==> src/hdl/zx81_pkg.sv <==
package zx81_pkg;

	// ==================================================
	// Configuration
	// ==================================================

	// Main RAM fitted
	typedef enum logic [1:0] {
		MEM_1K,
		MEM_16K,
		MEM_32K,
		MEM_48K
	} mem_size_t;

	// Download destination
	typedef enum logic {
		DL_ROM,
		DL_TAPE
	} dl_target_t;

	// ==================================================
	// Bus structs
	// ==================================================

	// CPU side request, fetch marks an opcode fetch (M1)
	typedef struct packed {
		logic        cyc;
		logic        stb;
		logic        we;
		logic        fetch;
		logic [15:0] adr;
		logic [7:0]  dat;
	} cpu_req_t;

	// Response shared by the CPU port and the RAM ports
	typedef struct packed {
		logic       ack;
		logic [7:0] dat;
	} bus_rsp_t;

	// Master request into the shared RAM, physical address
	typedef struct packed {
		logic        cyc;
		logic        stb;
		logic        we;
		logic [15:0] adr;
		logic [7:0]  dat;
	} ram_req_t;

	// Download port, write only
	typedef struct packed {
		logic        cyc;
		logic        stb;
		dl_target_t  target;
		logic        last;
		logic [13:0] adr;
		logic [7:0]  dat;
	} dl_req_t;

	// ==================================================
	// Memory map and loader patch
	// ==================================================

	localparam logic [15:0] LOAD_ENTRY_ADDR = 16'h0347;
	localparam logic [15:0] LOAD_EXIT_ADDR  = 16'h03C3;
	localparam logic [15:0] TAPE_RAM_BASE   = 16'h4009;

	// xor a / nop or scf / jr nc back / jp 0207h
	localparam int PATCH_LEN = 7;
	localparam logic [7:0] PATCH_INIT [PATCH_LEN] = '{
		8'hAF, 8'h00, 8'h30, 8'hFD, 8'hC3, 8'h07, 8'h02
	};
	localparam logic [7:0] PATCH_SCF = 8'h37;

endpackage

==> src/hdl/zx81_address_map.sv <==
`timescale 1ns/1ps

module zx81_address_map (
	input  logic                clk_sys,
	input  logic                reset,
	input  zx81_pkg::mem_size_t mem_size,
	input  zx81_pkg::cpu_req_t  cpu_req,
	input  zx81_pkg::bus_rsp_t  ram_rsp,
	input  logic [7:0]          rom_dat,
	input  logic [7:0]          patch_dat,
	input  logic                loader_active,
	output zx81_pkg::bus_rsp_t  cpu_rsp,
	output zx81_pkg::ram_req_t  ram_req,
	output logic [15:0]         cpu_adr,
	output logic                cpu_fetch_strobe
);

	zx81_pkg::mem_size_t mem_size_q;
	logic        req_valid;
	logic        busy_q;
	logic        first_cycle;
	logic        local_ack;
	logic        big_ram;
	logic        patch_hit;
	logic        rom_hit;
	logic        ram_hit;
	logic [15:0] ram_adr;

	// Size only changes across a reset
	always_ff @(posedge clk_sys) begin
		if (reset) begin
			mem_size_q <= mem_size;
		end
	end

	assign cpu_adr          = cpu_req.adr;
	assign req_valid        = cpu_req.cyc & cpu_req.stb;
	assign first_cycle      = req_valid & ~busy_q;
	assign cpu_fetch_strobe = first_cycle & cpu_req.fetch;

	// ==================================================
	// Decode
	// ==================================================

	assign big_ram = (mem_size_q == zx81_pkg::MEM_32K) || (mem_size_q == zx81_pkg::MEM_48K);

	assign patch_hit = loader_active & ~cpu_req.we
		& (cpu_adr >= zx81_pkg::LOAD_ENTRY_ADDR)
		& (cpu_adr < zx81_pkg::LOAD_ENTRY_ADDR + 16'(zx81_pkg::PATCH_LEN));

	// ROM at 0000h, mirrored at 8000h unless that space is RAM
	assign rom_hit = (cpu_adr[15:13] == 3'b000) | ((cpu_adr[15:13] == 3'b100) & ~big_ram);
	assign ram_hit = ~rom_hit & (cpu_adr[14] | (cpu_adr[15] & big_ram));

	always_comb begin
		case (mem_size_q)
			zx81_pkg::MEM_1K:  ram_adr = {6'b010000, cpu_adr[9:0]};
			zx81_pkg::MEM_16K: ram_adr = {2'b01, cpu_adr[13:0]};
			zx81_pkg::MEM_32K: begin
				if (cpu_adr[15:14] == 2'b10) begin
					ram_adr = {2'b10, cpu_adr[13:0]};
				end else begin
					ram_adr = {2'b01, cpu_adr[13:0]};
				end
			end
			default: begin
				// Top bank is data only, fetches see main RAM
				case (cpu_adr[15:14])
					2'b10:   ram_adr = {2'b10, cpu_adr[13:0]};
					2'b11:   ram_adr = {~cpu_req.fetch, 1'b1, cpu_adr[13:0]};
					default: ram_adr = {2'b01, cpu_adr[13:0]};
				endcase
			end
		endcase
	end

	// ==================================================
	// Handshake
	// ==================================================

	always_ff @(posedge clk_sys) begin
		if (reset) begin
			busy_q    <= 1'b0;
			local_ack <= 1'b0;
		end else begin
			busy_q    <= req_valid & ~cpu_rsp.ack;
			local_ack <= first_cycle & ~ram_hit;
		end
	end

	assign ram_req.cyc = cpu_req.cyc & ram_hit;
	assign ram_req.stb = cpu_req.stb & ram_hit;
	assign ram_req.we  = cpu_req.we;
	assign ram_req.adr = ram_adr;
	assign ram_req.dat = cpu_req.dat;

	assign cpu_rsp.ack = local_ack | ram_rsp.ack;

	always_comb begin
		if (ram_hit) begin
			cpu_rsp.dat = ram_rsp.dat;
		end else if (patch_hit) begin
			cpu_rsp.dat = patch_dat;
		end else if (rom_hit) begin
			cpu_rsp.dat = rom_dat;
		end else begin
			cpu_rsp.dat = 8'hFF;
		end
	end

endmodule

==> config.mk <==
export PLATFORM = sky130hd
export DESIGN_NAME = zx81_address_map
export DESIGN_NICKNAME = d
export VERILOG_FILES = /design/src/hdl/zx81_pkg.sv /design/src/hdl/zx81_address_map.sv
export SDC_FILE = /design/constraint.sdc
export NUM_CORES = 1
export LEC_CHECK = 0
export ABC_AREA = 1
export BUFFER_PORTS_ARGS = -buffer_cell sky130_fd_sc_hd__clkbuf_2
export CAP_MARGIN = 25
export CORE_ASPECT_RATIO = 1.5
export CORE_UTILIZATION = 35
export DETAILED_ROUTE_END_ITERATION = 6
export GPL_TIMING_DRIVEN = 0
export HOLD_SLACK_MARGIN = 0.06
export PLACE_DENSITY_LB_ADDON = 0.3
export SLEW_MARGIN = 5
export SYNTH_ARGS = -nofsm -noshare
export SYNTH_HDL_FRONTEND = slang
export SYNTH_SLANG_ARGS = --single-unit
==> constraint.sdc <==
create_clock -name clk_sys -period 3 [get_ports clk_sys]
set_clock_uncertainty 0.2 [all_clocks]
set_input_delay 0.15 -clock clk_sys [delete_from_list [all_inputs] [get_ports clk_sys]]
set_output_delay 0.15 -clock clk_sys [all_outputs]
set_load 0.02 [all_outputs]
==> reports/metrics.yaml <==
critPathSlowestCell: "edfxtp_1"
arrival_ps: 1520
num_antenna_cells: 0
cts.htree.levels: 1
die-area_sq_mm: 0.002778
vdd_drop_max_mv: 0.2017
final_common_cell: "clkbuf_2"
layout_common_cells: "clkbuf_2, buf_4, nand2_1"
min_period_over_period_pct: 62.32
grt_use_met2_pct: 33.52
grt_pass1_vias: 946
cts_buffer_depth: 2
grt_pass1_wl_um: 3891
ys_seq_area_share_pct: 11.14
die_y_um: 64.05
status: "complete, but fails checks"
synth_cell_types: 20
area_growth_pct: 69.78
setup-tns-final_ps: 0
hp-class: "in -> reg"
max_freq_ghz: 0.5349
syn-cell-area_sq_um: 898.4
fin_area_sq_mm: 0.001525
crit_top_cell: "nand2_1"
yosys.area.top_type: "buf_4"
cts_root_buf: "clkbuf_4"
io_pins: 111
nFillCells: 237
final_nets: 313
post_cts.repair.setup_buffers: 0
rrSetupSlack_ps: 1530
ys_ff_latch: 4
cp.required_ps: 2650
cts_sinks: 4
synth.area.top_cells: "buf_4, nand2_1, nand3_1"
finalSetupViolCount: 0
synth_nets: 200
finalMaxSlewViolations: 0
via_per_inst: 4.295
relSlewSlack_pct: 76.34
slowest_delay_ps: 390
grt_max_degree: 11
yosys.area_share.simple_pct: 46.38
initial_core_util_pct: 36.67
synth_adder_area_share_pct: 0
top_usage_layer: "met2"
cp_top_family: "buffers and inverters"
drt_iter0_drc: 43
synth_top_area_share_pct: 29.25
place_ws_ps: 1392
insertion_delay_ps: 240
power.density_mw_per_mm2: 245.1
rsz0062_at_grt: "no"
power_w: 0.0003739
rows: 22
vias: 1194
violations: "DRC"
path_max_fanout: 10
placed_cell_area_sq_mm: 0.001439
synth_xor_area_share_pct: 0
fin_ws_ps: 1130
io_buffers: 102
drc_errors: 12
met1_usage_pct: 17.84
syn_area_per_cell_sq_um: 6.326
r2r-start: "local_ack$_SDFF_PP0_"
place_congestion: 0.6974
cts_tree: "built"
critical_path_class: "reg -> out"
die_width_um: 43.37
numCtsBuffers: 3
overflow: 0
worstHoldStart: "cpu_req[22]"
tightest_slew_ps: 353.5
min_period_ps: 1870
netlist_instances: 142
drv_cap: 0
cp-end-kind: "output port"
cp-startpoint: "mem_size_q[1]$_DFFE_PP_"
dpl.hpwl_um: 2051
synth_top_family_by_area: "simple AND/OR/NAND/NOR gates"
path_cells: "nand2_1 -> inv_2 -> nor2_4 -> bufbuf_16 -> nand3_1 -> nand2_1 -> clkbuf_2"
path_buf_inv: 3
synthMuxAreaShare_pct: 0
hold_viol_final: 0
p_leak_nw: 1.011
start_kind: "flip-flop"
antenna_found_initial: 0
drtAntennaViolNets: 0
met3_usage_pct: 5.085
grt_use_total_pct: 18.01
wire_per_inst_um: 9.586
yosysWarningCount: 0
drt_pass1_iterations: 6
fin_util_pct: 62.26
synth_compound_area_share_pct: 0.5571
coreArea_sq_mm: 0.002450
routed_wirelength_um: 2665
clkTransAtPathRegs_ps: 40
drive_gt1_share_pct: 60.63
==> report_power, final <==
part / internal (W) / switching (W)
registers: 0.0000608 / 0.00000149
logic: 0.000108 / 0.000129
clock network: 0.0000501 / 0.0000246
==> sequential cells by signal (all words and copies together) (netlist names) <==
register / cells
busy_q: 1
local_ack: 1
mem_size_q: 2
==> worst paths after layout <==
kind | to | cells past startpoint
setup / recovery | cpu_rsp[5] | 7
hold / removal | local_ack$_SDFF_PP0_ | 4
setup reg to reg | busy_q$_SDFF_PP0_ | 3
hold reg to reg | local_ack$_SDFF_PP0_ | 1
==> per-layer routing <==
layer / vias to the layer above / routed length [um]
li1: 627 / -
met1: 499 / 917
met2: 64 / 1452
met3: 4 / 267
met4: 0 / 27
met5: - / 0
==> synthesized netlist by cell type <==
library cell,number
buf_4,35
a21oi_1,1
nand2_2,1
nor2_1,17
edfxtp_1,2
nor2_8,2
nor4_1,1
nor3_1,2
nor2_2,2
or2_1,2
dfxtp_1,2
nand3_1,19
inv_2,1
nand2_1,28
nand3_2,2
inv_4,1
nor2_4,3
inv_1,19
nand2_4,1
bufbuf_16,1
==> worst register-to-register path, cell delays in order (launching register included) <==
cell and delay, ps:
dfxtp_1 300, or2_1 240, nor3_1 120, dlygate4sd3_1 560
==> layout make-up <==
class                      count  area (sq um)  share of cell area, %
buffer                        36         295.3                  19.36
tap                           24         30.03                  1.969
inverter                      21         81.33                  5.332
multi-input combinational     81         421.7                  27.65
clock buffer                   4         26.28                  1.723
timing repair buffer         108         570.5                  37.41
sequential                     4         100.1                  6.563
==> stage by stage <==
stage          hold slack, ps  instances
2_1_floorplan           28.24        142
3_3_place_gp            129.3        268
3_5_place_dp            132.3        268
4_1_cts                 146.7        278
5_1_grt                 165.0        278
6_report                151.6        278
==> cell families (layout without fill, tap and decap cells) <==
family                 count (synthesis)  in the layout
flip-flops                             4              4
AO/OA/AOI/OAI                          1              1
AND/OR/NAND/NOR                       80             80
buffers and inverters                 57            169
==> what timing repair did <==
action,CTS,global route
hold endpoints to repair,6,0
hold buffers,6,0
resized for setup,0,0
Note: power is estimated with default switching activity, not from simulation.
