`src/hdl/zx81_pkg.sv`:
```
package zx81_pkg;

	// ==================================================
	// Configuration
	// ==================================================

	// Main RAM fitted
	typedef enum logic [1:0] {
		MEM_1K,
		MEM_16K,
		MEM_32K,
		MEM_48K
	} mem_size_t;

	// Download destination
	typedef enum logic {
		DL_ROM,
		DL_TAPE
	} dl_target_t;

	// ==================================================
	// Bus structs
	// ==================================================

	// CPU side request, fetch marks an opcode fetch (M1)
	typedef struct packed {
		logic        cyc;
		logic        stb;
		logic        we;
		logic        fetch;
		logic [15:0] adr;
		logic [7:0]  dat;
	} cpu_req_t;

	// Response shared by the CPU port and the RAM ports
	typedef struct packed {
		logic       ack;
		logic [7:0] dat;
	} bus_rsp_t;

	// Master request into the shared RAM, physical address
	typedef struct packed {
		logic        cyc;
		logic        stb;
		logic        we;
		logic [15:0] adr;
		logic [7:0]  dat;
	} ram_req_t;

	// Download port, write only
	typedef struct packed {
		logic        cyc;
		logic        stb;
		dl_target_t  target;
		logic        last;
		logic [13:0] adr;
		logic [7:0]  dat;
	} dl_req_t;

	// ==================================================
	// Memory map and loader patch
	// ==================================================

	localparam logic [15:0] LOAD_ENTRY_ADDR = 16'h0347;
	localparam logic [15:0] LOAD_EXIT_ADDR  = 16'h03C3;
	localparam logic [15:0] TAPE_RAM_BASE   = 16'h4009;

	// xor a / nop or scf / jr nc back / jp 0207h
	localparam int PATCH_LEN = 7;
	localparam logic [7:0] PATCH_INIT [PATCH_LEN] = '{
		8'hAF, 8'h00, 8'h30, 8'hFD, 8'hC3, 8'h07, 8'h02
	};
	localparam logic [7:0] PATCH_SCF = 8'h37;

endpackage

```
`src/hdl/zx81_tape_loader.sv`:
```
`timescale 1ns/1ps

module zx81_tape_loader #(
	parameter int TAPE_DEPTH = 16384
) (
	input  logic                           clk_sys,
	input  logic                           reset,
	input  logic [15:0]                    cpu_adr,
	input  logic                           cpu_fetch_strobe,
	output logic [7:0]                     patch_dat,
	output logic                           loader_active,
	output logic [$clog2(TAPE_DEPTH)-1:0]  tape_rd_adr,
	input  logic [7:0]                     tape_rd_dat,
	input  logic [$clog2(TAPE_DEPTH):0]    tape_size,
	output zx81_pkg::ram_req_t             ram_req,
	input  zx81_pkg::bus_rsp_t             ram_rsp
);

	localparam int TAPE_AW = $clog2(TAPE_DEPTH);

	logic [TAPE_AW:0] idx;
	logic             busy;
	logic             rewind;
	logic [7:0]       patch_b1;
	logic [15:0]      patch_ofs;
	logic             entry_hit;
	logic             exit_hit;

	assign entry_hit = cpu_fetch_strobe & (cpu_adr == zx81_pkg::LOAD_ENTRY_ADDR);
	assign exit_hit  = cpu_fetch_strobe
		& ((cpu_adr >= zx81_pkg::LOAD_EXIT_ADDR) | (cpu_adr < zx81_pkg::LOAD_ENTRY_ADDR));

	// ==================================================
	// Copy engine
	// ==================================================

	// Index stays put during a write so address and data hold until ack
	always_ff @(posedge clk_sys) begin
		if (reset) begin
			loader_active <= 1'b0;
			busy          <= 1'b0;
			rewind        <= 1'b0;
			idx           <= '0;
			patch_b1      <= zx81_pkg::PATCH_INIT[1];
		end else begin
			if (busy) begin
				if (ram_rsp.ack) begin
					busy <= 1'b0;
					idx  <= idx + 1'b1;
				end
			end else if (rewind) begin
				idx    <= '0;
				rewind <= 1'b0;
			end else if (loader_active) begin
				if (idx < tape_size) begin
					busy <= 1'b1;
				end else begin
					// Tape done, the ROM loop falls through
					patch_b1 <= zx81_pkg::PATCH_SCF;
				end
			end

			// Entry wins over the copy updates above
			if (entry_hit) begin
				loader_active <= 1'b1;
				patch_b1      <= 8'h00;
				rewind        <= 1'b1;
			end
			if (exit_hit) begin
				loader_active <= 1'b0;
			end
		end
	end

	assign tape_rd_adr = idx[TAPE_AW-1:0];

	// One byte per grant, tape data is valid from the first busy cycle
	assign ram_req.cyc = busy;
	assign ram_req.stb = busy;
	assign ram_req.we  = 1'b1;
	assign ram_req.adr = zx81_pkg::TAPE_RAM_BASE + 16'(idx);
	assign ram_req.dat = tape_rd_dat;

	// ==================================================
	// Patch bytes
	// ==================================================

	assign patch_ofs = cpu_adr - zx81_pkg::LOAD_ENTRY_ADDR;

	always_comb begin
		if (patch_ofs == 16'd1) begin
			patch_dat = patch_b1;
		end else if (patch_ofs < 16'(zx81_pkg::PATCH_LEN)) begin
			patch_dat = zx81_pkg::PATCH_INIT[patch_ofs[2:0]];
		end else begin
			patch_dat = 8'hFF;
		end
	end

endmodule

```
`config.mk`:
```
export PLATFORM = sky130hd
export DESIGN_NAME = zx81_tape_loader
export DESIGN_NICKNAME = d
export VERILOG_FILES = /design/src/hdl/zx81_pkg.sv /design/src/hdl/zx81_tape_loader.sv
export SDC_FILE = /design/constraint.sdc
export NUM_CORES = 1
export LEC_CHECK = 0
export CORE_ASPECT_RATIO = 0.6
export CORE_MARGIN = 2
export CORE_UTILIZATION = 50
export DETAILED_ROUTE_END_ITERATION = 8
export DONT_BUFFER_PORTS = 1
export GPL_ROUTABILITY_DRIVEN = 0
export PLACE_DENSITY = 0.63
export SLEW_MARGIN = 15
export SYNTH_ARGS = -nofsm -noshare
export SYNTH_HDL_FRONTEND = slang
export SYNTH_SLANG_ARGS = --single-unit
```
`constraint.sdc`:
```
create_clock -name clk_sys -period 2.2 [get_ports clk_sys]
set_clock_uncertainty 0.05 [all_clocks]
set_input_delay 0.22 -clock clk_sys [delete_from_list [all_inputs] [get_ports clk_sys]]
set_output_delay 0.22 -clock clk_sys [all_outputs]
set_load 0.01 [all_outputs]
```
==> metrics.md, run 1 <==
| Metric | Value |
|---|---|
| Period minus WS final | `2.04 ns` |
| CORE AREA | `0.00379 mm²` |
| Hold Crit Class | `primary input to flip-flop` |
| Die area | `0.00462 mm²` |
| Via density | `around 5.7` |
| Worst R2R Setup Slack | `0.27 ns` |
| Most common cell in the netlist | `inv_1` |
| Hold_ws | `between 0.08 and 0.09 ns` |
| Arr. time, crit path | `approximately 1.8 ns` |
| DR iter-0 viols | `69` |
| Final period utilization | `0.928` |
| Top_reg_cell synth | `dfxtp_1` |
| RSZ-0062 raised after global routing | `no` |
| Maximum vdd drop | `0.170 mV` |
| Pwr per Cell Area | `around 330 mW/mm²` |
| Die Y-Extent | `53.4 µm` |
| Layout Cells excl Fill | `317` |
| Crit path largest cell delay | `0.42 ns` |
| Leak | `0.893 nW` |
| Mapped Cells | `between 200 and 300` |
| Clock root buffer | `clkbuf_8` |
| Worst path slowest cell | `dfxtp_1` |
| Post-synthesis xor/xnor area fraction | `0.0903` |
| Post-synth top area share | `0.187` |
| DRC Markers | `0` |
| First-pass GRT wire length | `8110 µm` |
| DRT Pass-1 Iters | `5` |
| Port bufs | `0` |
| Post-Route Setup TNS | `0 ns` |
| Reg clk slew, reported paths | `~0.08 ns` |
| Largest family of logic cells by synthesized area | `simple AND/OR/NAND/NOR gates` |
| Post-synthesis mux area share | `0.0111` |
| Crit path launch type | `flip-flop` |
| Total Routing Usage GR | `0.229` |
| Post-synthesis register bit count | `19` |
| Post-detail-place hpwl | `4080 µm` |
| DRT Wirelength | `5050 µm` |
| Skew-Pair Late Insertion Delay | `roughly 0.26 ns` |
| Vias in the first global route | `between 1500 and 2000` |
| Cell Chain, Critical Path | `and3_1, nand3_1, or3_1, xnor2_1, buf_4` |
| Crit path required time | `1.93 ns` |
| Max Slew Vio Count | `0` |
| Worst r2r src | `idx[4]` |
| Cell taking the most area after synthesis | `dfxtp_1` |
| CP Class | `flip-flop to output port` |
| Initial antenna violation count | `0` |
| Area Growth Syn to Fin | `3.93%` |
| Setup violations, final | `0` |
| Critical path startpoint | `idx[7]` |
| Crit Reg-Reg Endpoint | `busy` |
| End point of the worst hold path | `idx[1]` |
| Yosys Warn Count | `0` |
| Fin. Hold Viols | `0` |
| Cell Area, Synth | `0.00204 mm²` |
| Top cells by count, synth | `inv_1, buf_4, dfxtp_1, ha_1, o21ai_0` |
| Layout Nets | `341` |
| Mean Syn Cell Area | `7.41 µm²` |
| Synth Area in Compound Gates | `0.206` |
| Syn nets | `345` |
| H-tree levels | `1` |
| Fmax | `roughly 490 MHz` |
| DP Cell Count | `311` |
| Initial core utilization | `0.538` |
| Worst setup EP type | `output port` |
| Max-Cap Viols | `0` |
| DRT antenna net count | `0` |
| GRT overflow | `0` |
| Sequential element share of the synthesized area | `0.187` |
| Clk sinks | `19` |
| Hold path cells | `2` |
| Worst-path fanout max | `5` |
| Clock Tree Buf Depth | `2` |
| Std-Cell Rows | `17` |
| Worst hold start | `ram_rsp[8]` |
| Inserted Clock Buffers | `3` |
| Post-Synth Simple-Gate Area | `0.234` |
| FFs w/ async S/R, synth | `0` |
| Worst r2r path cells | `5` |
| TritonCTS clock tree | `done` |
| Ports | `101` |
| Chip width | `86.4 µm` |
| Count of cell types in the netlist | `44` |
| WL/cell | `15.9 µm` |
| Area share of fa/ha/maj cells after synthesis | `0.117` |
| Largest net degree at the start of global routing | `14` |
| Largest cells by area after synthesis | `dfxtp_1, ha_1, buf_4` |
| Antenna diodes | `0` |
| Total number of vias | `1822` |
| Number of synthesized flops with an enable pin | `0` |
| Share of layout cells above drive strength 1 | `0.148` |
| Outcome | `complete, no violations` |
## stage by stage
step                      power, mW  instance area (µm²)  setup WS [ns]   util
after floorplan               0.451                 2040          0.223      -
after global placement        0.451                 2040          0.237  0.538
after detailed placement      0.452                 2040          0.208  0.538
after CTS                     0.707                 2100         0.0121  0.556
after global routing          0.741                 2120         0.0105  0.559
final                         0.706                 2120          0.159  0.559
## how the worst max path moves through the flow
stage | cells past startpoint | slack (ns) | end
after detailed placement | 6 | 0.21 | patch_dat[1]
after floorplan | 6 | 0.22 | patch_dat[0]
after CTS | 6 | 0.01 | ram_req[20]
after global placement | 6 | 0.24 | ram_req[18]
after global routing | 6 | 0.01 | ram_req[21]
final | 5 | 0.16 | ram_req[20]
## metal layers
layer / up-vias / track usage / part of all wire / routed length, µm
li1: 934 / - / - / -
met1: 814 / 0.347 / 0.53 / 2650
met2: 69 / 0.306 / 0.38 / 1940
met3: 5 / 0.0702 / 0.085 / 428
met4: 0 / 0.0469 / 0.0061 / 31
met5: - / 0 / 0 / 0
## report_power, final
group	internal [mW]	leakage [nW]	total, mW	switching (mW)
Combinational	0.0456	0.713	0.107	0.0609
Clock	0.126	0.0255	0.256	0.129
Sequential	0.343	0.155	0.343	0.000000340
Total	0.515	0.893	0.706	0.190
## kinds of logic (layout without fill, tap and decap cells)
kind of cell	after synthesis	in the layout
flip-flops	19	19
multiplexers	2	2
AO/OA/AOI/OAI	65	65
other	1	1
XOR/XNOR	21	21
adder cells (fa/ha/maj)	19	19
AND/OR/NAND/NOR	90	90
buffers and inverters	58	53
## flip-flops by register name, indices dropped and copies added, names as in the netlist
name / cells
idx: 15
rewind: 1
loader_active: 1
patch_b1: 1
busy: 1
## placed cells by master (no fill, tap or decap), drive strengths merged, types with 3 or more instances in the layout
master / n
inv: 27
buf: 20
ha: 19
o21ai: 19
dfxtp: 19
nor2: 18
nand2: 17
a21oi: 17
nand3: 16
xnor2: 14
nand2b: 8
nor3: 8
xor2: 7
or3: 7
a21o: 5
a31oi: 5
o22ai: 3
nand4: 3
clkbuf: 3
and3: 3
## critical path, delay by kind of cell, from the launching register on
| family | cells | cell delay [ns] |
|---|---|---|
| and+or+nand+nor | 3 | 0.78 |
| buffers and inverters | 1 | 0.14 |
| xor gates and xnor gates | 1 | 0.16 |
| DFF | 1 | 0.42 |
## layout make-up
| type | count | area (µm²) |
|---|---|---|
| clock buffer | 3 | 41.3 |
| clock inverter | 1 | 5.00 |
| fill | 385 | 1670 |
| inverter | 27 | 101 |
| multi-input combinational | 198 | 1360 |
| sequential | 19 | 385 |
| tap | 47 | 58.8 |
| timing repair buffer | 22 | 170 |
## repair_timing
item                                    4_1_cts  5_1_grt
hold endpoints to repair                      6        1
resized for setup                             2        7
pin swaps                                     0        1
buffers inserted                              0        0
hold buffers                                  2        1
endpoints found under the setup margin        4        6
No activity file was read; power rests on OpenSTA's default activity.
==> run 2: changes to the inputs <==
CORE_UTILIZATION = 25   (was 50)
PLACE_DENSITY = 0.36   (was 0.63)
==> run 2 against run 1 <==
  * Fmax down 3.4%
  * Power up 18%
  * Flip-flop and latch count unchanged
  * Critical path type unchanged
  * Count of clock-buffer cells in the layout unchanged
  * Die area up 93%
  * Global-route usage down 9.8 points
  * Sequential share of layout area down 1.4 points
==> metrics.md, run 2 (synthesized netlist as in run 1, its figures left out) <==
| Metric | Value |
|---|---|
| Outcome | `complete, no violations (unchanged)` |
| Share of layout cells above drive strength 1 | `0.170 (was 0.148)` |
| First-pass GRT wire length | `9140 µm (was 8110 µm)` |
| Clock Tree Buf Depth | `2 (unchanged)` |
| Sequential share of power | `0.411 (was 0.487)` |
| Fin. Hold Viols | `0 (unchanged)` |
| Vias in the first global route | `1650 (was 1621)` |
| Met2 usage | `0.167 (was 0.306)` |
| Final Power | `833 µW (was 706 µW)` |
| Worst-path fanout max | `4 (was 5)` |
| Comb pwr share | `0.131 (was 0.151)` |
| Die Y-Extent | `73.9 µm (was 53.4 µm)` |
| Fill count | `893 (was 385)` |
| Final period utilization | `0.961 (was 0.928)` |
| CORE AREA | `0.00788 mm² (was 0.00379 mm²)` |
| Largest net degree at the start of global routing | `14 (unchanged)` |
| Hold path cells | `2 (unchanged)` |
| Worst setup EP type | `output port (unchanged)` |
| GRT overflow | `0 (unchanged)` |
| Initial antenna violation count | `0 (unchanged)` |
| TritonCTS clock tree | `done (unchanged)` |
| Grt met3 use | `0.0411 (was 0.0702)` |
| Pwr per Cell Area | `364 mW/mm² (was 333 mW/mm²)` |
| Max Slew Vio Count | `0 (unchanged)` |
| Clock root buffer | `clkbuf_16 (was clkbuf_8)` |
| Net Sw Frac | `0.241 (was 0.269)` |
| Antenna diodes | `0 (unchanged)` |
| Via density | `4.73 (was 5.75)` |
| Post-detail-place hpwl | `4620 µm (was 4080 µm)` |
| Top Usage Layer GRT | `met1 (unchanged)` |
| Clock power share | `0.457 (was 0.362)` |
| WL/cell | `14.8 µm (was 15.9 µm)` |
| Chip width | `121 µm (was 86.4 µm)` |
| Initial core utilization | `0.258 (was 0.538)` |
| Inserted Clock Buffers | `3 (unchanged)` |
| Ports | `101 (unchanged)` |
| Period minus WS final | `2.11 ns (was 2.04 ns)` |
| Most common cell after layout, fill and taps aside | `inv_1 (unchanged)` |
| Setup violations, final | `0 (unchanged)` |
| Arr. time, crit path | `1.84 ns (was 1.77 ns)` |
| Std-Cell Rows | `25 (was 17)` |
| DR iter-0 viols | `73 (was 69)` |
| GR met1 Demand/Resource | `0.213 (was 0.347)` |
| DRT Wirelength | `5680 µm (was 5050 µm)` |
| Total number of vias | `1816 (was 1822)` |
| Die area | `0.00891 mm² (was 0.00462 mm²)` |
| Area Growth Syn to Fin | `12.5% (was 3.93%)` |
| DRT antenna net count | `0 (unchanged)` |
| Largest register FFs | `15 (unchanged)` |
| H-tree levels | `1 (unchanged)` |
| Cell Int Power | `632 µW (was 515 µW)` |
| Fmax | `473 MHz (was 490 MHz)` |
| Leak | `0.947 nW (was 0.893 nW)` |
| Top reg by flops | `idx (unchanged)` |
| Port bufs | `0 (unchanged)` |
| Crit path launch type | `flip-flop (unchanged)` |
| Skew-Pair Late Insertion Delay | `0.25 ns (was 0.26 ns)` |
| Crit path required time | `1.93 ns (about the same)` |
| DRC Markers | `0 (unchanged)` |
| Commonest non-fill, non-tap cells in the layout | `inv_1, buf_4, o21ai_0 (was inv_1, buf_4, ha_1)` |
| CP Class | `flip-flop to output port (unchanged)` |
| Psw | `201 µW (was 190 µW)` |
| Hold Crit Class | `primary input to flip-flop (unchanged)` |
| DRT Pass-1 Iters | `4 (was 5)` |
| Worst r2r path cells | `5 (unchanged)` |
| Maximum vdd drop | `0.316 mV (was 0.170 mV)` |
| Layout Cells excl Fill | `384 (was 317)` |
| Post-Route Setup TNS | `0 ns (unchanged)` |
| Max-Cap Viols | `0 (unchanged)` |
| DP Cell Count | `377 (was 311)` |
| Total Routing Usage GR | `0.131 (was 0.229)` |
| Layout Nets | `347 (was 341)` |
| Clk sinks | `19 (unchanged)` |
| Reg clk slew, reported paths | `0.06 ns (was 0.08 ns)` |
## run 2: changes by cell type in the layout (fill, tap and decap cells not counted), moves of 2 or more
cell	before	now
buf_4	20	26
clkbuf_16	0	3
clkbuf_8	3	0
dfxtp_1	15	17
dfxtp_2	4	1
## run 2: layout make-up
type,count,area [µm²],area share
multi-input cells,198,1370,0.600
flip-flops and latches,19,385,0.168
repair buffers,28,215,0.0939
well taps,108,135,0.0590
inverters,27,101,0.0442
clock buffers,3,75.1,0.0328
clock inverters,1,5.00,0.00218
## run 2: what timing repair did
action / in CTS / in global routing
endpoints found under the setup margin: 1 / 10
hold endpoints to repair: 6 / 0
buffers inserted: 0 / 1
pin swaps: 0 / 1
hold buffers: 2 / 0
resized for setup: 2 / 8
## run 2: worst max-delay path: stages, from the launching register on
cell     delay, ns
dfxtp_4       0.37
ha_2          0.18
and2_4        0.15
o21ai_0       0.07
buf_4         0.17
or3_4         0.35
xnor2_2       0.16
buf_4         0.14
## run 2: path summary, 6_finish.rpt
kind / slack [ns] / endpoint / from
hold reg to reg: 0.48 / rewind / rewind
setup / recovery: 0.09 / ram_req[20] / idx[0]
hold / removal: 0.10 / idx[1] / ram_rsp[8]
setup reg to reg: 0.34 / busy / idx[4]
## run 2: power by group through the flow
stage / clock (mW) / sequential (mW) / combinational [mW]
2_1_floorplan: 0 / 0.352 / 0.0992
3_3_place_gp: 0 / 0.352 / 0.103
3_5_place_dp: 0 / 0.352 / 0.103
4_1_cts: 0.398 / 0.344 / 0.110
5_1_grt: 0.418 / 0.342 / 0.128
6_report: 0.381 / 0.343 / 0.110
## run 2: metrics by stage
stage                     setup slack, ns  utilization  hold WS [ns]  area, µm²
final                              0.0868        0.291         0.100       2290
after global routing             -0.00745        0.291         0.135       2290
after CTS                          0.0321        0.286        0.0981       2250
after detailed placement            0.159        0.273         0.240       2150
after global placement              0.127        0.273         0.241       2150
after floorplan                     0.223            -         0.258       2040
## run 2: per-layer routing
layer | wire length [µm] | part of all wire | vias up
li1 | - | - | 948
met1 | 3240 | 0.57 | 821
met2 | 2080 | 0.37 | 45
met3 | 360 | 0.063 | 2
met4 | 4 | 0.00070 | 0
met5 | 0 | 0 | -
